## src/source/cpuPkg.sv

```systemverilog
package cpuPkg;

    localparam int DataWidth        = 32;
    localparam int AddrWidthDefault = 9;
    localparam int RegCountDefault  = 16;

    // Instruction layout is opcode | ra | rb | C
    localparam int OpcodeMsb = 31;
    localparam int OpcodeLsb = 27;
    localparam int RaMsb     = 26;
    localparam int RaLsb     = 23;
    localparam int RbMsb     = 22;
    localparam int RbLsb     = 19;
    localparam int ConstMsb  = 18;
    localparam int ConstLsb  = 0;
    localparam int RegFieldWidth = RaMsb - RaLsb + 1;
    localparam int ConstWidth    = ConstMsb - ConstLsb + 1;

    typedef enum logic [4:0] {
        opAddi = 5'b00011,
        opAndi = 5'b01011,
        opOri  = 5'b01010,
        opOut  = 5'b10110,
        opHalt = 5'b11011
    } opcodeType;

    typedef enum logic [2:0] {
        stepIdle,
        stepT0,
        stepT1,
        stepT2,
        stepT3,
        stepT4,
        stepT5,
        stepHalted
    } stepType;

    // Who owns the bus this cycle
    typedef enum logic [2:0] {
        srcNone,
        srcReg,
        srcPc,
        srcMdr,
        srcZ,
        srcConst
    } busSourceType;

endpackage

```

## src/source/registerDecoder.sv

```systemverilog
`timescale 1ns/1ps

module registerDecoder #(
    parameter int RegCount = cpuPkg::RegCountDefault
) (
    input  logic [cpuPkg::DataWidth-1:0] instruction,
    input  logic                         grA,
    input  logic                         grB,
    input  logic                         regIn,
    input  logic                         regOut,
    output logic [RegCount-1:0]          regLoadVector,
    output logic [RegCount-1:0]          regDriveVector
);

    import cpuPkg::*;

    logic [RegFieldWidth-1:0] regIndex;
    logic                     anySelect;

    assign anySelect = grA | grB;
    assign regIndex  = grA ? instruction[RaMsb:RaLsb] : instruction[RbMsb:RbLsb]; // ra wins

    // One-hot decode where an out of range index hits nothing
    always_comb begin
        for (int i = 0; i < RegCount; i++) begin
            regLoadVector[i]  = anySelect && regIn && (int'(regIndex) == i);
            regDriveVector[i] = anySelect && regOut && (int'(regIndex) == i);
        end
    end

endmodule

```

## config.mk

```make
export PLATFORM = sky130hd
export DESIGN_NAME = registerDecoder
export DESIGN_NICKNAME = d
export VERILOG_FILES = /design/src/source/cpuPkg.sv /design/src/source/registerDecoder.sv
export SDC_FILE = /design/constraint.sdc
export NUM_CORES = 1
export LEC_CHECK = 0
export ABC_AREA = 1
export ABC_CLOCK_PERIOD_IN_PS = 900
export BUFFER_PORTS_ARGS = -buffer_cell sky130_fd_sc_hd__clkbuf_2
export CAP_MARGIN = 20
export CORE_MARGIN = 2
export CORE_UTILIZATION = 34
export DETAILED_ROUTE_END_ITERATION = 6
export PLACE_DENSITY = 0.86
export SYNTH_ARGS = -nofsm -noshare
export SYNTH_HDL_FRONTEND = slang
export SYNTH_SLANG_ARGS = --single-unit
```

## constraint.sdc

```tcl
create_clock -name vclk -period 0.9
set_input_delay 0.09 -clock vclk [all_inputs]
set_output_delay 0.09 -clock vclk [all_outputs]
set_load 0.05 [all_outputs]
```

==> results of run 1 <==
-- stage by stage --
stage	instance area [sq um]	TNS, ns	hold WS (ns)
2_1_floorplan	797	-4.14	0.471
3_3_place_gp	1050	-12.01	0.821
3_5_place_dp	1050	-12.73	0.829
-- cells by family after synthesis --
family,share of synthesized area
buf+inv,0.115
compound gates,0.0622
simple gates,0.823
==> impl_metrics.yaml, run 1 <==
placement:
  place_congestion: 0.759
  place_hpwl_mm: 1.41
  pre_cts_slack_ns: -0.431
  dp_cells: 156
  io_buffers: 44
floorplan:
  floorplan.initialDensity: 0.355
  io_pins: 68
  num_rows: 14
  die_h_microns: 43.2
  die_x_microns: 43.2
logic_synthesis:
  synth_seq_area_share: 0
  synth_area_sq_um: 523
  synth.distinct_cells: 11
  postSynthCellCount: 94
  ys_warn_count: 0
  yosysTopAreaCell: "nor2_1"
  synthMostInstantiatedCell: "nor2_1"
  synth_top_cell_area_share: 0.230
  synthTopCellsByCount: "nor2_1 (32), nand2_1 (24), inv_1 (8), nand2_2 (8), nand2_4 (8)"
  synth_nets: 130
  synth.avg_cell_area_sq_um: 5.56
  ys_top_cells_by_area: "nor2_1 (23%), nand2_1 (17%), nand2_4 (17%)"
run_status:
  stop_stage: "clock tree synthesis (4_1_cts)"
  tool.error: "[ERROR DPL-0038] Utilization greater than 100%, impossible to legalize"
  status: "did not finish"
clock_tree:
  post_cts_buffers: 0
  cts_hold_buf: 0
  cts-resized-gates: 90
==> run 2, diff against run 1 <==
--- a/config.mk
+++ b/config.mk
@@ -9,10 +9,10 @@
 export ABC_CLOCK_PERIOD_IN_PS = 900
 export BUFFER_PORTS_ARGS = -buffer_cell sky130_fd_sc_hd__clkbuf_2
 export CAP_MARGIN = 20
-export CORE_MARGIN = 2
-export CORE_UTILIZATION = 34
+export CORE_AREA = 2 2 63 65
 export DETAILED_ROUTE_END_ITERATION = 6
-export PLACE_DENSITY = 0.86
+export DIE_AREA = 0 0 65 67
+export PLACE_DENSITY_LB_ADDON = 0.15
 export SYNTH_ARGS = -nofsm -noshare
 export SYNTH_HDL_FRONTEND = slang
 export SYNTH_SLANG_ARGS = --single-unit
==> impl_metrics.yaml, run 2 <==
timing:
  worstMarginPinSlew_ns: 0.221
  fmax_ghz: 0.835
  final-hold-violation-count: 0
  slew_violations: 0
  setup_viol_count_final: 32
  worst_slew_margin_rel: 0.852
  grt_setup_unrepaired: "yes"
  min_period_ns: 1.20
  final.setup.worst_slack_ns: -0.297
  fin_crit_sh: 1.33
floorplan:
  floorplan.initialDensity: 0.145
  die_x_microns: 65
  die_h_microns: 67
  dieArea_sq_um: 4360
  num_rows: 22
  core-area_sq_um: 3610
  io_pins: 68
global_route:
  track_usage: 0.103
  grt_max_degree: 17
  antenna_found_initial: 0
  grt_pass1_wl_mm: 3.53
  gr-total-overflow: 0
  grt_pass1_vias: 751
critical_path:
  crit_arrival_ns: 1.11
  path_delay_family: "simple AND/OR/NAND/NOR gates"
  crit_chain: "buf_8 -> buf_6 -> nand2_4 -> nand2_4 -> nor2_4 -> nand2_2 -> nor2_4 -> clkbuf_8"
  cp_num_buf_inv: 3
  critical_path_class: "input port to output port"
  cpPeakStageDelay_ns: 0.22
  slowest_stage: "nor2_4"
  end_kind: "output port"
  path_max_fanout: 5
  critPathLaunchType: "input port"
  worstPathRequired_ns: 0.81
drt:
  wirelength_mm: 2.33
  vias: 739
  wire_per_inst_microns: 12.3
  drcViolationCount: 0
  initialDrtViolationCount: 5
  ant_nets: 0
  routed_via_density: 3.89
  dr.pass1.iters: 2
logic_synthesis:
  synth.distinct_cells: 11
  synthTopCellsByCount: "nor2_1 (32), nand2_1 (24), inv_1 (8), nand2_2 (8), nand2_4 (8)"
  ys_top_cells_by_area: "nor2_1 (23%), nand2_1 (17%), nand2_4 (17%)"
  synth_mux_area_frac: 0
  synth_seq_area_share: 0
  synth_top_family_by_area: "simple AND/OR/NAND/NOR gates"
  ys_warn_count: 0
  postSynthCellCount: 94
  synth_area_sq_um: 523
  synthSimpleGateAreaFrac: 0.823
  synth_nets: 130
  synth_fa_ha_area_frac: 0
  synth_top_cell_area_share: 0.230
  synth_xor_area_frac: 0
  synth.avg_cell_area_sq_um: 5.56
  yosysTopAreaCell: "nor2_1"
  synthMostInstantiatedCell: "nor2_1"
  synth_compound_area_frac: 0.0622
cells_and_area:
  fin_nets: 180
  fillCellCount: 360
  layout_commonest_cell: "nor2_4"
  final_layout_size_suffix_gt1_frac: 0.887
  syn2layout_area_growth_pct: 195
  diodes: 0
  clkbuf_count: 0
  stdcell_count: 190
  layout_common_cells: "nor2_4 (40), clkbuf_8 (21), nand2_4 (17), nand2_2 (15), buf_8 (13)"
  post-route-util: 0.428
  seq_cells: 0
  ff_latch_area_sq_um: 0
placement:
  place_hpwl_mm: 1.61
  dp_cells: 188
  place_congestion: 0.681
  io_buffers: 44
  pre_cts_slack_ns: -0.471
clock_tree:
  post_cts_buffers: 0
  cts_hold_buf: 0
pwr:
  power_leakage_nw: 0.644
  power.share.clock: 0
  ir_worst_vdd_v: 0.000195
  power_density_nw_per_um2: 535
  internal_power_uw: 302
  switching_share: 0.635
  seq_power_share: 0
  comb_power_share: 1.000
  p_sw_uw: 524
run_status:
  violations: "negative setup slack"
  status: "complete, but fails checks"
run:
  max_cap_violations: 0
min_path:
  min_path_type: "input port to output port"
-- run 2: cell counts after synthesis --
Identical to the previous run, type by type.
-- run 2: per-stage QoR --
stage	instance area, sq um	hold WS [ns]	TNS [ns]	power [mW]
after global placement	1080	0.831	-13.16	0.636
after global routing	1540	0.758	-9.93	0.869
after detailed placement	1080	0.833	-13.63	0.640
after CTS	1450	0.766	-9.79	0.773
after floorplan	797	0.471	-4.14	0.518
final	1540	0.737	-8.45	0.826
-- run 2: final timing paths --
kind	start	end	slack, ns	depth (start not counted)
max	grA	regDriveVector[3]	-0.30	8
min	regOut	regDriveVector[15]	0.74	5
-- run 2: power by group through the flow --
stage	combinational, mW	sequential, mW	clock, mW
after floorplan	0.518	0	0
after global placement	0.636	0	0
after detailed placement	0.640	0	0
after CTS	0.773	0	0
after global routing	0.869	0	0
final	0.826	0	0
-- run 2: kinds of logic (layout without fill, tap and decap cells) --
group                  after synthesis  count (layout)
AO/OA/AOI/OAI                        2               2
buffers and inverters               12              60
AND/OR/NAND/NOR                     80              80
-- run 2: layer usage --
metal / wire length (microns) / global-route usage / part of all wire / up-vias
met5: 0 / 0 / 0 / -
met4: 0 / 0 / 0 / 0
met3: 94 / 0.00676 / 0.040 / 0
met2: 1320 / 0.213 / 0.57 / 29
met1: 917 / 0.121 / 0.39 / 336
li1: - / - / - / 374
-- run 2: area by class of cell --
cell class,instances,area [sq um],area share
Inverter,9,33.8,0.0219
Timing Repair Buffer,51,652,0.422
Multi-Input combinational cell,82,798,0.517
Tap cell,48,60.1,0.0389
-- run 2: timing repair --
item                       4_1_cts  5_1_grt
setup endpoints to repair       32       32
pin swaps                        4       10
cloned                           1        1
resized for setup               86       24
No activity file was read; power rests on OpenSTA's default activity.
==> run 3, diff against run 2 <==
--- a/config.mk
+++ b/config.mk
@@ -6,12 +6,14 @@
 export NUM_CORES = 1
 export LEC_CHECK = 0
 export ABC_AREA = 1
-export ABC_CLOCK_PERIOD_IN_PS = 900
+export ABC_CLOCK_PERIOD_IN_PS = 1150
 export BUFFER_PORTS_ARGS = -buffer_cell sky130_fd_sc_hd__clkbuf_2
 export CAP_MARGIN = 20
-export CORE_AREA = 2 2 63 65
+export CELL_PAD_IN_SITES_DETAIL_PLACEMENT = 0
+export CELL_PAD_IN_SITES_GLOBAL_PLACEMENT = 2
+export CORE_MARGIN = 2
+export CORE_UTILIZATION = 13
 export DETAILED_ROUTE_END_ITERATION = 6
-export DIE_AREA = 0 0 65 67
 export PLACE_DENSITY_LB_ADDON = 0.15
 export SYNTH_ARGS = -nofsm -noshare
 export SYNTH_HDL_FRONTEND = slang
==> constraint.sdc (replaced) <==
create_clock -name vclk -period 1.15
set_input_delay 0.115 -clock vclk [all_inputs]
set_output_delay 0.115 -clock vclk [all_outputs]
set_load 0.05 [all_outputs]
==> impl_metrics.yaml, run 3 (synthesis gave the netlist of run 2 again) <==
pwr:
  power.share.clock: 0
  internal_power_uw: 228
  power_leakage_nw: 0.606
  ir_worst_vdd_v: 0.000123
  seq_power_share: 0
  power_density_nw_per_um2: 414
  p_total_uw: 598
  comb_power_share: 1.000
  switching_share: 0.619
  p_sw_uw: 371
drt:
  dr.pass1.iters: 4
  ant_nets: 0
  vias: 718
  initialDrtViolationCount: 7
  wire_per_inst_microns: 11.1
  drcViolationCount: 0
  wirelength_mm: 2.12
  routed_via_density: 3.78
critical_path:
  critPathLaunchType: "input port"
  path_max_fanout: 5
  end_kind: "output port"
  worstPathRequired_ns: 1.03
  critical_path_class: "input port to output port"
  crit_start: "grA"
  crit_arrival_ns: 1.10
placement:
  pre_cts_slack_ns: -0.236
  place_hpwl_mm: 1.60
  dp_cells: 188
  io_buffers: 44
  place_congestion: 0.739
floorplan:
  num_rows: 23
  io_pins: 68
  die_x_microns: 67.4
  dieArea_sq_um: 4550
  die_h_microns: 67.4
  core-area_sq_um: 3940
  floorplan.initialDensity: 0.133
timing:
  final.setup.worst_slack_ns: -0.0674
  fin_crit_sh: 1.06
  grt_setup_unrepaired: "yes"
  holdWs_ns: 0.768
  worst_slew_margin_rel: 0.877
  fmax_ghz: 0.821
  min_period_ns: 1.22
  worstMarginPinSlew_ns: 0.184
  setup_viol_count_final: 32
  slew_violations: 0
  final-hold-violation-count: 0
min_path:
  min_from: "regIn"
  min_path_type: "input port to output port"
  holdPathStages: 5
  min_to: "regLoadVector[12]"
cells_and_area:
  seq_cells: 0
  final_layout_size_suffix_gt1_frac: 0.921
  fin_nets: 178
  layout_common_cells: "buf_8 (29), nand2_2 (23), nor2_2 (23), nor2_4 (17), nand2_4 (14)"
  stdcell_count: 190
  layout_commonest_cell: "buf_8"
  clkbuf_count: 0
  syn2layout_area_growth_pct: 176
  diodes: 0
  ff_latch_area_sq_um: 0
  fillCellCount: 405
global_route:
  gr-total-overflow: 0
  grt_pass1_wl_mm: 3.33
  antenna_found_initial: 0
  grt_pass1_vias: 704
  grt_max_degree: 17
  track_usage: 0.0914
run_status:
  status: "complete, but fails checks"
  violations: "negative setup slack"
clock_tree:
  cts_hold_buf: 0
run:
  max_cap_violations: 0
-- run 3: cell types whose count changed in the layout (fill, tap and decap cells not counted), sizes merged --
cell,change
buf,+19
clkbuf,-21
-- run 3: area by class of cell --
cell class | count | area, sq um | share of cell area
timing repair buffer | 49 | 668 | 0.462
multi-input combinational | 82 | 681 | 0.471
tap | 50 | 62.6 | 0.0433
inverter | 9 | 33.8 | 0.0234
-- run 3: timing repair --
item | 4_1_cts | 5_1_grt
pin swaps | 16 | 13
resized for setup | 85 | 75
setup endpoints to repair | 32 | 32
gates cloned | 1 | 0
buffers inserted | 1 | 0
-- run 3: worst max-delay path by stage --
stage                     slack [ns]  cells past startpoint                 end
after floorplan                -0.22                      6  regDriveVector[12]
after detailed placement       -0.24                      6   regDriveVector[9]
final                          -0.07                      8  regDriveVector[14]
after global placement         -0.23                      6   regDriveVector[8]
after CTS                      -0.07                      8   regLoadVector[14]
after global routing           -0.14                      8    regLoadVector[4]
-- run 3: power groups by stage --
stage / clock [mW] / combinational (mW) / sequential (mW)
final: 0 / 0.598 / 0
after global routing: 0 / 0.638 / 0
after CTS: 0 / 0.522 / 0
after detailed placement: 0 / 0.411 / 0
after global placement: 0 / 0.412 / 0
after floorplan: 0 / 0.300 / 0
-- run 3: routing by layer --
metal  vias to the layer above  global-route usage  routed length (microns)  share of wire
met5                         -                   0                        0              0
met4                         0                   0                        0              0
met3                         0             0.00167                       52          0.025
met2                        23               0.165                     1190           0.56
met1                       329               0.129                      876           0.41
li1                        366                   -                        -              -
-- run 3: through the flow --
step	util	area (sq um)	setup TNS (ns)
floorplan	-	533	-6.49
global placement	0.220	867	-5.64
detailed placement	0.220	867	-5.77
CTS	0.321	1260	-1.57
global route	0.367	1450	-3.57
finish	0.367	1450	-1.40
-- run 3: critical path: stages --
cell and delay [ns]:
clkbuf_16 0.13, buf_12 0.14, nand2_4 0.07, nand2_4 0.06, nor2_4 0.17, nand2_2 0.10, nor2_2 0.15, buf_8 0.16
==> run 4, diff against run 3 <==
--- a/config.mk
+++ b/config.mk
@@ -5,7 +5,7 @@
 export SDC_FILE = /design/constraint.sdc
 export NUM_CORES = 1
 export LEC_CHECK = 0
-export ABC_AREA = 1
+export ABC_AREA = 0
 export ABC_CLOCK_PERIOD_IN_PS = 1150
 export BUFFER_PORTS_ARGS = -buffer_cell sky130_fd_sc_hd__clkbuf_2
 export CAP_MARGIN = 20
==> impl_metrics.yaml, run 4 <==
run_status:
  status: "complete, but fails checks"
  violations: "negative setup slack"
placement:
  dp_cells: 176
  place_congestion: 0.830
  io_buffers: 44
  pre_cts_slack_ns: -0.410
  place_hpwl_mm: 2.35
floorplan:
  die_x_microns: 64.2
  num_rows: 21
  floorplan.initialDensity: 0.138
  dieArea_sq_um: 4120
  core-area_sq_um: 3420
  die_h_microns: 64.2
  io_pins: 68
critical_path:
  crit_arrival_ns: 1.28
  cpMostUsedCell: "buf_8"
  crit_chain: "buf_8 -> or3b_4 -> buf_8 -> a221oi_4 -> buf_12"
  cpPeakStageDelay_ns: 0.41
  worstPathRequired_ns: 1.03
  end_kind: "output port"
  critPathLaunchType: "input port"
  critical_path_class: "input port to output port"
  cp_num_buf_inv: 3
  slowest_stage: "or3b_4"
  path_delay_family: "buffers and inverters"
  path_max_fanout: 4
timing:
  final.setup.worst_slack_ns: -0.250
  grt_setup_unrepaired: "yes"
  min_period_ns: 1.40
  worst_slew_margin_rel: 0.818
  fin_crit_sh: 1.22
  holdWs_ns: 0.735
  final-hold-violation-count: 0
  fmax_ghz: 0.714
  slew_violations: 0
  setup_viol_count_final: 32
  worstMarginPinSlew_ns: 0.273
cells_and_area:
  seq_cells: 0
  ff_latch_area_sq_um: 0
  post-route-util: 0.650
  layout_commonest_cell: "buf_12"
  stdcell_count: 176
  multi_input_area_sq_um: 1000
  final_layout_size_suffix_gt1_frac: 0.938
  diodes: 0
  layout_common_cells: "buf_12 (37), a221oi_4 (32), buf_4 (19), buf_6 (11)"
  fin_nets: 168
  fillCellCount: 260
  syn2layout_area_growth_pct: 372
  clkbuf_count: 0
pwr:
  p_total_uw: 620
  ir_worst_vdd_v: 0.000160
  power_density_nw_per_um2: 279
  power_leakage_nw: 1.16
global_route:
  grt_max_degree: 17
  track_usage: 0.160
  gr-total-overflow: 0
  grt_pass1_vias: 985
  antenna_found_initial: 0
  grt_pass1_wl_mm: 5.33
drt:
  wirelength_mm: 3.20
  dr.pass1.iters: 2
  vias: 926
  ant_nets: 0
  wire_per_inst_microns: 18.2
  drcViolationCount: 0
  initialDrtViolationCount: 8
  routed_via_density: 5.26
logic_synthesis:
  ys_warn_count: 0
  synth_area_sq_um: 470
  ys_top_cells_by_area: "a221oi_1 (58%), or3b_1 (11%), nand3b_1 (9.6%)"
  synthTopCellsByCount: "a221oi_1 (31), buf_2 (8), nand3b_1 (6), or3b_1 (6)"
  synth_nets: 97
  synth_seq_area_share: 0
  postSynthCellCount: 61
  synth.avg_cell_area_sq_um: 7.71
  synth_top_cell_area_share: 0.577
  yosysTopAreaCell: "a221oi_1"
  synth.distinct_cells: 10
  synthMostInstantiatedCell: "a221oi_1"
run:
  max_cap_violations: 0
clock_tree:
  cts_hold_buf: 0
min_path:
  min_path_type: "input port to output port"
[run 4: cell count changes in the layout (fill, tap and decap cells not counted), sizes merged]
cell	change
or3	+2
nand3	+2
buf	+36
or3b	+6
nor2	-40
a221oi	+32
nand2	-40
inv	-9
nand3b	+6
clkbuf	-5
[run 4: logic make-up (layout without fill, tap and decap cells)]
group,after synthesis,in the layout,share of synthesized area
AOI/OAI and AO/OA,34,34,0.630
and+or+nand+nor,16,16,0.255
buffers and inverters,11,80,0.114
[run 4: final timing paths]
path / startpoint / endpoint / slack [ns] / cells after the start
max: instruction[19] / regDriveVector[10] / -0.25 / 5
min: regOut / regDriveVector[14] / 0.73 / 5
[run 4: cell type report]
class,instances,share of cell area
multi-input combinational,50,0.452
tap,46,0.0259
timing repair buffer,80,0.522
[run 4: layer usage]
layer / GRT usage / vias to the layer above / routed length [microns]
met2: 0.299 / 29 / 1740
met3: 0.0211 / 4 / 176
met5: 0 / - / 0
li1: - / 435 / -
met1: 0.200 / 458 / 1250
met4: 0.0133 / 0 / 34
[run 4: through the flow]
| step | cell area, sq um | setup TNS, ns |
|---|---|---|
| global route | 2220 | -8.25 |
| CTS | 2200 | -7.70 |
| finish | 2220 | -7.25 |
| floorplan | 853 | -12.77 |
| global placement | 1820 | -11.14 |
| detailed placement | 1820 | -11.58 |
[run 4: power breakdown]
group / internal (mW) / switching, mW / leakage, nW
Combinational: 0.276 / 0.343 / 1.16
Sequential: 0 / 0 / 0
Clock: 0 / 0 / 0
Total: 0.276 / 0.343 / 1.16
[run 4: what timing repair did]
item | CTS | global route
setup buffers | 1 | 0
resized for setup | 54 | 20
pin swaps | 31 | 21
setup endpoints to repair | 32 | 32
cloned | 1 | 0
