### config.mk
export PLATFORM = sky130hd
export DESIGN_NAME = generalRegister
export DESIGN_NICKNAME = d
export VERILOG_FILES = /design/src/source/cpuPkg.sv /design/src/source/generalRegister.sv
export SDC_FILE = /design/constraint.sdc
export NUM_CORES = 1
export LEC_CHECK = 0
export BUFFER_PORTS_ARGS = -buffer_cell sky130_fd_sc_hd__buf_2
export CAP_MARGIN = 20
export CELL_PAD_IN_SITES_DETAIL_PLACEMENT = 1
export CELL_PAD_IN_SITES_GLOBAL_PLACEMENT = 1
export CORE_UTILIZATION = 31
export CTS_BUF_LIST = sky130_fd_sc_hd__clkbuf_16
export DETAILED_ROUTE_END_ITERATION = 12
export GPL_ROUTABILITY_DRIVEN = 1
export HOLD_SLACK_MARGIN = 0.08
export PLACE_DENSITY = 0.89
export RECOVER_POWER = 25
export SLEW_MARGIN = 20
export SYNTH_ARGS = -nofsm -noshare
export SYNTH_HDL_FRONTEND = slang
export SYNTH_SLANG_ARGS = --single-unit
### constraint.sdc
create_clock -name Clock -period 0.88 [get_ports Clock]
set_input_delay 0.088 -clock Clock [delete_from_list [all_inputs] [get_ports Clock]]
set_output_delay 0.088 -clock Clock [all_outputs]
set_load 0.05 [all_outputs]
### src/source/cpuPkg.sv
package cpuPkg;

    localparam int DataWidth        = 32;
    localparam int AddrWidthDefault = 9;
    localparam int RegCountDefault  = 16;

    // Instruction layout is opcode | ra | rb | C
    localparam int OpcodeMsb = 31;
    localparam int OpcodeLsb = 27;
    localparam int RaMsb     = 26;
    localparam int RaLsb     = 23;
    localparam int RbMsb     = 22;
    localparam int RbLsb     = 19;
    localparam int ConstMsb  = 18;
    localparam int ConstLsb  = 0;
    localparam int RegFieldWidth = RaMsb - RaLsb + 1;
    localparam int ConstWidth    = ConstMsb - ConstLsb + 1;

    typedef enum logic [4:0] {
        opAddi = 5'b00011,
        opAndi = 5'b01011,
        opOri  = 5'b01010,
        opOut  = 5'b10110,
        opHalt = 5'b11011
    } opcodeType;

    typedef enum logic [2:0] {
        stepIdle,
        stepT0,
        stepT1,
        stepT2,
        stepT3,
        stepT4,
        stepT5,
        stepHalted
    } stepType;

    // Who owns the bus this cycle
    typedef enum logic [2:0] {
        srcNone,
        srcReg,
        srcPc,
        srcMdr,
        srcZ,
        srcConst
    } busSourceType;

endpackage

### src/source/generalRegister.sv
`timescale 1ns/1ps

module generalRegister (
    input  logic                         Clock,
    input  logic                         rst,
    input  logic                         load,
    input  logic [cpuPkg::DataWidth-1:0] bus,
    output logic [cpuPkg::DataWidth-1:0] value
);

    always_ff @(posedge Clock) begin
        if (rst) begin
            value <= '0;
        end else if (load) begin
            value <= bus; // Capture from the shared bus
        end
    end

endmodule

==> summary.md, run 1 <==
| Metric | Value |
|---|---|
| Placed cells | between 200 and 250 |
| Synth Instances | around 100 |
| Reg power frac | between 40% and 50% |
| Min Clock Period, post-route | ~0.87 ns |
| Sink Count | 32 |
| TritonRoute pass-1 iters | 3 |
| Setup Skew | 0 ns |
| Synth Area per Inst | around 11 um2 |
| Top post-synthesis cells by area | dfxtp_1 55%, mux2i_1 28%, nor2_1 10% |
| Finished Core Util | 59.7% |
| Final Hold Vio Count | 0 |
| Pre-CTS setup slack | 0.0429 ns |
| CTS tree | done |
| Reg2Reg Depth | 2 |
| CP cell instances | buf_4 |
| Crit path buffers/inverters | 1 |
| Gr usage total | 19.9% |
| Clk pwr share | between 30% and 40% |
| Largest net degree at the start of global routing | 33 |
| CP Depth | 1 |
| Largest registers | value: 32 flops |
| Synth Area in Adders | 0% |
| N_diodes | 0 |
| Setup crit end | value[7] |
| Final worst setup slack | 0.0148 ns |
| Reg2reg start | value[29]$_SDFFE_PP0P_ |
| Worst-Margin Slew | 0.179 ns |
| Post-DR vias/cell | ~4.4 |
| Maximum clock rate | about 1200 MHz |
| Primary FF master, synth | dfxtp_1 |
| Row Count | 21 |
| Largest family of logic cells by synthesized area | multiplexers |
| Switch Pwr | 1100 uW |
| H-tree depth | 2 |
| Core footprint | 3470 um2 |
| Complex-gate fraction of the synthesized area | 0% |
| Clk_lat worst skew | 0.27 ns |
| Power density cells | roughly 1900 nW/um2 |
| Pleak | between 0.001 and 0.0015 uW |
| DR DRC count | 0 |
| Synth area leader | dfxtp_1 |
| Clock buffer depth | 2 |
| Finished Layout Cells | approximately 240 |
| Post-synth EDFFs | 0 |
| Seq/Total Area, Yosys | 55.1% |
| Post-Synth Simple-Gate Area | 10.3% |
| RSZ-0062 raised after global routing | false |
| Yosys reg bits | 32 |
| Hold Path Class | in -> reg |
| Synth top area share | between 50% and 60% |
| DIE AREA | about 4000 um2 |
| Largest register by flop count | value |
| Global-route wire length before repair | just under 6000 um |
| Multiplexer share of the synthesized area | 27.5% |
| Int Pwr | between 2000 and 3000 uW |
| Netlist Area Pre-Place | around 1200 um2 |
| CTS Buf Count | 5 |
| Final-report setup violation count | 0 |
| Post-synthesis xor/xnor area fraction | 0% |
| Worst Setup SP | value[7]$_SDFFE_PP0P_ |
| Die height | between 60 and 70 um |
| Comb pwr share | a little over a fifth |
| Die X | between 60 and 70 um |
| Crit share post-route | 98.3% |
| Slowest cell on crit path | dfxtp_2 |
| Max stage delay on crit path | 0.32 ns |
| Post-synth ARST share | 0% |
| Vias in the first global route | ~1200 |
| Grt ovf | 0 |
| Initial antenna violation count | 0 |
| Sw Share | between 20 and 30% |
| Gpl congestion | ~0.65 |
| Share of cells above drive strength 1 | between 50% and 60% |
| Max VDD drop | around 1.1 mV |
| Final #Nets | 224 |
| DR vias | around 1000 |
| ANT nets after route | 0 |
| Maxcap violations | 0 |
| Setup TNS Final | 0 ns |
| Total wire length | 3540 um |
| Commonest cells in the synthesized netlist | 32 x dfxtp_1, 32 x mux2i_1, 32 x nor2_1 |
| Syn nets | about 140 |
| Crit-path leading delay family | flip-flops |
| Synth Warn # | 0 |
| HPWL after DPL | ~2300 um |
| Routed WL per cell | around 15 um |
| Status | finished, final reports clean |
| Initial Util | between 30% and 40% |
| Reg-to-reg endpoint | value[29]$_SDFFE_PP0P_ |
| CTS clk-pin slew, worst paths | 0.05 ns |
| Final Max Slew Viols | 0 |
| Startpoint types | flip-flop |
| Worst setup EP type | output port |
| Port bufs | 66 |
| Slew HR | 87.7% |
| Iter 0 DRT Violations | 23 |
| Yosys cell types | 6 |
| Number of flip-flops in the largest register | 32 |
| Ports | between 60 and 70 |
| Clock root buffer master | clkbuf_16 |
| Crit path required time | approximately 0.8 ns |
| FF-to-FF setup slack | ~0.21 ns |
| CP max FO | 2 |
| Crit Path Class | reg -> out |
| CP arrival | about 0.78 ns |
| Area Overhead vs Synth | 78.1% |
-- how the worst min path moves through the flow --
stage	startpoint	endpoint	slack [ns]	depth (start not counted)
floorplan	rst	value[29]$_SDFFE_PP0P_	0.15	1
global placement	bus[29]	value[29]$_SDFFE_PP0P_	0.32	3
detailed placement	bus[25]	value[25]$_SDFFE_PP0P_	0.34	3
CTS	bus[11]	value[11]$_SDFFE_PP0P_	0.08	3
global route	bus[24]	value[24]$_SDFFE_PP0P_	0.09	3
finish	bus[24]	value[24]$_SDFFE_PP0P_	0.07	3
-- logic make-up after synthesis --
group | count (synthesis)
buffers and inverters | 7
flip-flops | 32
AND/OR/NAND/NOR | 32
multiplexers | 32
-- per-stage QoR --
stage	hold slack [ns]	cell area, um2	total power (uW)
after global routing	0.0938	2070	4200
after CTS	0.0803	2000	4040
after detailed placement	0.337	1570	2330
final	0.0705	2070	4040
after global placement	0.319	1570	2290
after floorplan	0.153	1200	2130
-- routing by layer --
layer / part of all wire, % / wire length, um / global-route usage [%]
met5: 0 / 0 / 0
met4: 2.3 / 83 / 9.38
met3: 4.7 / 165 / 4.17
met2: 61 / 2160 / 41.1
met1: 32 / 1130 / 17.6
-- power by group through the flow --
stage	clock, uW	sequential (uW)	combinational [uW]
after CTS	1590	1610	836
after global routing	1660	1630	916
after global placement	0	1620	674
after detailed placement	0	1630	701
final	1550	1620	867
after floorplan	0	1930	200
-- cells in the final DEF (no fill, tap or decap), drive strengths merged --
| cell type | n |
|---|---|
| buf | 69 |
| clkbuf | 5 |
| clkinv | 2 |
| dfxtp | 32 |
| dlygate4sd3 | 17 |
| mux2i | 32 |
| nor2 | 32 |
-- worst register-to-register path, stage by stage (launching register included) --
cell and delay, ns:
dfxtp_2 0.32, mux2i_1 0.17, nor2_1 0.06
-- what timing repair did --
item / CTS / global route
hold endpoints to repair: 17 / 0
resized for setup: 46 / 18
setup buffers: 0 / 0
hold buffers: 17 / 0
setup endpoints to repair: 32 / 18
-- cell type report --
cell class / count / area [um2]
multi-input cells: 64 / 440
clock buffers: 5 / 125
clock inverters: 2 / 7.51
repair buffers: 86 / 761
well taps: 46 / 57.6
fillers: 374 / 1400
flip-flops and latches: 32 / 681
(Power assumes the default switching activity.)
==> inputs of run 2 (changes only) <==
==> constraint.sdc (replaced) <==
create_clock -name Clock -period 0.88 [get_ports Clock]
set_input_delay 0.044 -clock Clock [delete_from_list [all_inputs] [get_ports Clock]]
set_output_delay 0.044 -clock Clock [all_outputs]
set_load 0.05 [all_outputs]
==> run 2 against run 1 <==
Net effect:
- clock power barely moved
- cell count rose by 6.4%
- sequential share of layout area fell by 0.47 points
- die area did not move
- wire length rose by 7.7%
- flip-flop and latch count did not move
- sequential power barely moved
- critical path depth did not move
- non-clock buffer count rose by 15
==> summary.md, run 2 (synthesis gave the netlist of run 1 again) <==
| Metric | Value |
|---|---|
| Clock buffer depth | 2 |
| CP cell instances | buf_4 |
| Worst Hold Path Cells | 3 |
| Hold_sp | rst |
| FILL cells | 383 |
| Startpoint types | flip-flop |
| RSZ-0062 raised after global routing | false |
| Final Hold Vio Count | 0 |
| Die height | 63.3 um |
| Routed WL per cell | 15.2 um |
| Crit path required time | between 0.8 and 0.9 ns |
| Maximum clock rate | 1180 MHz |
| Reg-to-reg endpoint | value[22]$_SDFFE_PP0P_ |
| Hold Crit Endpoint | value[14]$_SDFFE_PP0P_ |
| Clock root buffer master | clkbuf_16 |
| Row Count | 21 |
| CP max FO | 2 |
| CTS clk-pin slew, worst paths | 0.05 ns |
| Setup Skew | 0 ns |
| Share of cells above drive strength 1 | 52.0% |
| Largest net degree at the start of global routing | 33 |
| DR vias | around 1100 |
| Worst-Margin Slew | between 0.15 and 0.2 ns |
| H-tree depth | 2 |
| Finished Core Util | between 60% and 70% |
| Ports | 67 |
| Max VDD drop | around 1.0 mV |
| ANT nets after route | 0 |
| CTS tree | done |
| DIE AREA | about 4000 um2 |
| Final-report setup violation count | 0 |
| Reg2reg start | value[22]$_SDFFE_PP0P_ |
| Crit path buffers/inverters | 1 |
| Final #Nets | between 200 and 250 |
| CTS Buf Count | 5 |
| Status | finished, final reports clean |
| Initial Util | 33.5% |
| Maxcap violations | 0 |
| Crit-path leading delay family | flip-flops |
| Initial antenna violation count | 0 |
| Crit share post-route | between 90% and 100% |
| Sink Count | 32 |
| Global-route wire length before repair | 6090 um |
| Port bufs | 66 |
| Gr usage total | a little over a fifth |
| TritonRoute pass-1 iters | 4 |
| Reg2Reg Depth | 2 |
| Crit Path Class | reg -> out |
| Worst setup EP type | output port |
| Die X | 63.3 um |
| Core footprint | 3470 um2 |
| Slew HR | 86.7% |
| Min Clock Period, post-route | about 0.84 ns |
| Post-DR vias/cell | roughly 4.4 |
| Final Max Slew Viols | 0 |
| Clk_lat worst skew | approximately 0.27 ns |
| Hold Path Class | in -> reg |
| Total wire length | about 3800 um |
| CP arrival | approximately 0.80 ns |
| DR DRC count | 0 |
| Gpl congestion | between 0.6 and 0.7 |
| Most common cell after layout, fill and taps aside | buf_2 |
| Largest registers | value: 32 flops |
| Power density cells | ~1900 nW/um2 |
| FF-to-FF setup slack | 0.20 ns |
| Slowest cell on crit path | dfxtp_2 |
| N_diodes | 0 |
| Vias in the first global route | 1264 |
| HPWL after DPL | around 2300 um |
| Iter 0 DRT Violations | 22 |
| Pleak | between 0.001 and 0.0015 uW |
| Largest register by flop count | value |
| Setup TNS Final | 0 ns |
| Number of flip-flops in the largest register | 32 |
| Max stage delay on crit path | 0.33 ns |
| Grt ovf | 0 |
| Area Overhead vs Synth | 80.6% |
## run 2: repair_timing
item | 4_1_cts | 5_1_grt
resized for setup | 32 | 0
hold buffers | 32 | 0
endpoints found under the hold margin | 32 | 0
setup buffers | 0 | 0
endpoints found under the setup margin | 32 | 0
## run 2: layout make-up
class	instances	area, um2	area share, %
Timing Repair Buffer	101	791	37.6
Tap cell	46	57.6	2.74
Clock inverter	2	7.51	0.357
Multi-Input combinational cell	64	440	21.0
Clock buffer	5	125	5.95
Sequential cell	32	681	32.4
## run 2: metal layers
metal	up-vias	track usage (%)	part of all wire, %
li1	537	-	-
met1	498	16.3	32
met2	46	45.8	61
met3	8	5.07	4.6
met4	0	8.81	2.0
met5	-	0	0
## run 2: worst reg2reg max path, stage by stage (launching register included)
cell and delay [ns]:
dfxtp_2 0.32, mux2i_1 0.15, nor2_1 0.08
## run 2: power by group
| group | internal (uW) | switching [uW] | leakage (uW) |
|---|---|---|---|
| combinational | 364 | 507 | 0.000710 |
| clock | 1010 | 549 | 0.0000648 |
| sequential | 1560 | 49.5 | 0.000275 |
## run 2: worst max path at each step
stage,from,end,slack [ns],cells after the start
after floorplan,value[0]$_SDFFE_PP0P_,value[0]$_SDFFE_PP0P_,0.16,2
after global placement,load,value[23]$_SDFFE_PP0P_,0.16,4
after detailed placement,load,value[5]$_SDFFE_PP0P_,0.09,4
after CTS,value[22]$_SDFFE_PP0P_,value[22],0.03,1
after global routing,value[26]$_SDFFE_PP0P_,value[26],0.02,1
final,value[22]$_SDFFE_PP0P_,value[22],0.04,1
## run 2: through the flow
stage,std cells,total power (uW),setup slack [ns],hold slack [ns],area [um2]
6_report,250,4030,0.0359,0.152,2100
4_1_cts,250,4060,0.0294,0.160,2100
3_3_place_gp,211,2290,0.156,0.275,1570
3_5_place_dp,211,2330,0.0869,0.293,1570
2_1_floorplan,103,2130,0.164,0.109,1200
5_1_grt,250,4190,0.0160,0.177,2100
==> inputs of run 3 (changes only) <==
--- a/config.mk
+++ b/config.mk
@@ -5,16 +5,17 @@
 export SDC_FILE = /design/constraint.sdc
 export NUM_CORES = 1
 export LEC_CHECK = 0
+export ABC_AREA = 1
 export BUFFER_PORTS_ARGS = -buffer_cell sky130_fd_sc_hd__buf_2
 export CAP_MARGIN = 20
 export CELL_PAD_IN_SITES_DETAIL_PLACEMENT = 1
 export CELL_PAD_IN_SITES_GLOBAL_PLACEMENT = 1
-export CORE_UTILIZATION = 31
+export CORE_UTILIZATION = 29
 export CTS_BUF_LIST = sky130_fd_sc_hd__clkbuf_16
 export DETAILED_ROUTE_END_ITERATION = 12
 export GPL_ROUTABILITY_DRIVEN = 1
 export HOLD_SLACK_MARGIN = 0.08
-export PLACE_DENSITY = 0.89
+export PLACE_DENSITY = 0.88
 export RECOVER_POWER = 25
 export SLEW_MARGIN = 20
 export SYNTH_ARGS = -nofsm -noshare
==> run 3 against run 2 <==
Net effect:
- hold slack worse by 0.071 ns
- clock power is 3% lower
- final area is 2.7% higher
- area after synthesis is 15% higher
- critical endpoint is now value[23]
- largest power group unchanged
==> summary.md, run 3 <==
| Metric | Value |
|---|---|
| Status | finished, final reports clean |
| Largest registers | value: 32 flops |
| Worst Hold Path Cells | 5 |
| Top post-synthesis cells by area | dfxtp_1 48%, nand2_1 18%, nor2_1 18% |
| ANT nets after route | 0 |
| Gpl congestion | 0.671 |
| Yosys cell types | 6 |
| Worst Hold Margin | about 0.081 ns |
| Final #Nets | between 300 and 400 |
| Post-synth EDFFs | 0 |
| Power density cells | roughly 1900 nW/um2 |
| Max stage delay on crit path | ~0.34 ns |
| DIE AREA | a little under 5000 um2 |
| Clk_lat worst skew | about 0.27 ns |
| Largest family of logic cells by synthesized area | simple AND/OR/NAND/NOR gates |
| Reg2Reg Depth | 2 |
| Post-synthesis xor/xnor area fraction | 0% |
| Ports | 67 |
| CP max FO | 2 |
| Share of cells above drive strength 1 | a little over a quarter |
| Complex-gate fraction of the synthesized area | 0% |
| Startpoint types | flip-flop |
| Reg power frac | approximately two fifths |
| Pleak | roughly 0.0012 uW |
| Synth Area in Adders | 0% |
| Sink Count | 32 |
| Hold Path Class | in -> reg |
| Synth Warn # | 0 |
| Syn nets | about 240 |
| Int Pwr | 2920 uW |
| Reg2reg start | value[24]$_SDFFE_PP0P_ |
| Gr usage total | 16.4% |
| Crit share post-route | 96.6% |
| Maxcap violations | 0 |
| Crit path buffers/inverters | 1 |
| Number of flip-flops in the largest register | 32 |
| Maximum clock rate | ~1200 MHz |
| Grt ovf | 0 |
| Slowest cell on crit path | dfxtp_1 |
| Final Max Slew Viols | 0 |
| Most frequent cells in the layout | 64 x nor2_1, 64 x nand2_1, 34 x buf_2, 33 x inv_1, 32 x dfxtp_1 |
| Commonest cells in the synthesized netlist | 64 x nand2_1, 64 x nor2_1, 33 x inv_1 |
| Setup TNS Final | 0 ns |
| Switch Pwr | roughly 1200 uW |
| FF-to-FF setup slack | 0.27 ns |
| Die height | between 60 and 70 um |
| Reg-to-reg endpoint | value[24]$_SDFFE_PP0P_ |
| Worst-Margin Slew | about 0.2 ns |
| Largest register by flop count | value |
| Seq/Total Area, Yosys | between 40% and 50% |
| Hold_sp | bus[18] |
| Core footprint | approximately 4400 um2 |
| Sw Share | between 20 and 30% |
| CTS Buf Count | 5 |
| Multiplexer share of the synthesized area | 0% |
| Yosys reg bits | 32 |
| DR DRC count | 0 |
| Slew HR | around 87% |
| Vias in the first global route | 1449 |
| Initial antenna violation count | 0 |
| CTS tree | done |
| Hold Crit Endpoint | value[18]$_SDFFE_PP0P_ |
| Comb pwr share | about a quarter |
| Final Hold Vio Count | 0 |
| CP cell instances | buf_4 |
| H-tree depth | 2 |
| Crit Path Class | reg -> out |
| Post-Synth Simple-Gate Area | about 36% |
| Iter 0 DRT Violations | 38 |
| DR vias | roughly 1400 |
| Die X | approximately 70 um |
| Final-report setup violation count | 0 |
| Primary FF master, synth | dfxtp_1 |
| Post-DR vias/cell | ~4.2 |
| TritonRoute pass-1 iters | 3 |
| Port bufs | 66 |
| Row Count | 24 |
| RSZ-0062 raised after global routing | false |
| Synth top area share | a little under half |
| Crit-path leading delay family | flip-flops |
| HPWL after DPL | approximately 2500 um |
| Worst setup EP type | output port |
| Total wire length | 3820 um |
| Global-route wire length before repair | approximately 6300 um |
| Initial Util | a little under a third |
| Post-synth ARST share | 0% |
| Synth Instances | just over 200 |
| Synth area leader | dfxtp_1 |
| Netlist Area Pre-Place | roughly 1300 um2 |
| Routed WL per cell | around 11 um |
| Min Clock Period, post-route | approximately 0.85 ns |
| CP arrival | around 0.8 ns |
| Clock root buffer master | clkbuf_16 |
| Setup Skew | 0 ns |
| Clock buffer depth | 2 |
| N_diodes | 0 |
| Max VDD drop | approximately 1 mV |
| CTS clk-pin slew, worst paths | 0.05 ns |
| Area Overhead vs Synth | 61.2% |
| Clk pwr share | approximately 37% |
| Crit path required time | between 0.8 and 0.9 ns |
| Synth Area per Inst | roughly 6.6 um2 |
| Post-CTS setup buffers | 0 |
| Largest net degree at the start of global routing | 31 |
==> run 3: cell types whose count changed after synthesis <==
| cell | delta |
|---|---|
| clkbuf_1 | -3 |
| buf_6 | +6 |
| mux2i_1 | -32 |
| inv_1 | +33 |
| buf_2 | +3 |
| buf_12 | -3 |
| nor2_1 | +32 |
| nand2_1 | +64 |
==> run 3: final cells by class <==
class	count	area, um2
timing repair buffer	90	723
fill	577	2230
multi-input combinational	128	480
sequential	32	641
clock buffer	5	125
tap	52	65.1
inverter	33	124
==> run 3: worst max-delay path by stage <==
stage               cells after the start                    from                endpoint
CTS                                     1   value[5]$_SDFFE_PP0P_                value[5]
finish                                  1  value[23]$_SDFFE_PP0P_               value[23]
detailed placement                      5                    load  value[20]$_SDFFE_PP0P_
floorplan                               2  value[29]$_SDFFE_PP0P_  value[29]$_SDFFE_PP0P_
global route                            1  value[18]$_SDFFE_PP0P_               value[18]
global placement                        5                    load  value[21]$_SDFFE_PP0P_
==> run 3: stage by stage <==
stage	setup slack [ns]	utilization, %	area [um2]	total power, uW	instances
finish	0.0296	49.2	2160	4120	340
global route	0.000615	49.2	2160	4330	340
CTS	0.00397	48.2	2110	4140	340
detailed placement	0.121	39.0	1710	2460	315
global placement	0.164	39.0	1710	2440	315
floorplan	0.0218	-	1340	2240	203
==> run 3: repair_timing <==
item,CTS,global route
cloned,0,0
hold buffers,20,0
endpoints found under the hold margin,20,0
gates resized for setup,32,12
endpoints found under the setup margin,32,12
==> run 3: power groups by stage <==
stage	sequential (uW)	combinational, uW	clock (uW)
final	1620	979	1520
after global routing	1630	1050	1660
after CTS	1610	955	1580
after detailed placement	1630	827	0
after global placement	1630	808	0
after floorplan	1980	255	0
==> run 3: routing by layer <==
metal | vias up | track usage [%] | part of all wire (%)
met5 | - | 0 | 0
met4 | 0 | 4.00 | 0.45
met3 | 2 | 6.06 | 4.9
met2 | 43 | 31.8 | 56
met1 | 660 | 16.2 | 39
li1 | 739 | - | -
==> run 3: cells by family (layout without fill, tap and decap cells) <==
| family | after synthesis | count (layout) |
|---|---|---|
| and+or+nand+nor | 128 | 128 |
| DFF | 32 | 32 |
| buffers and inverters | 43 | 128 |
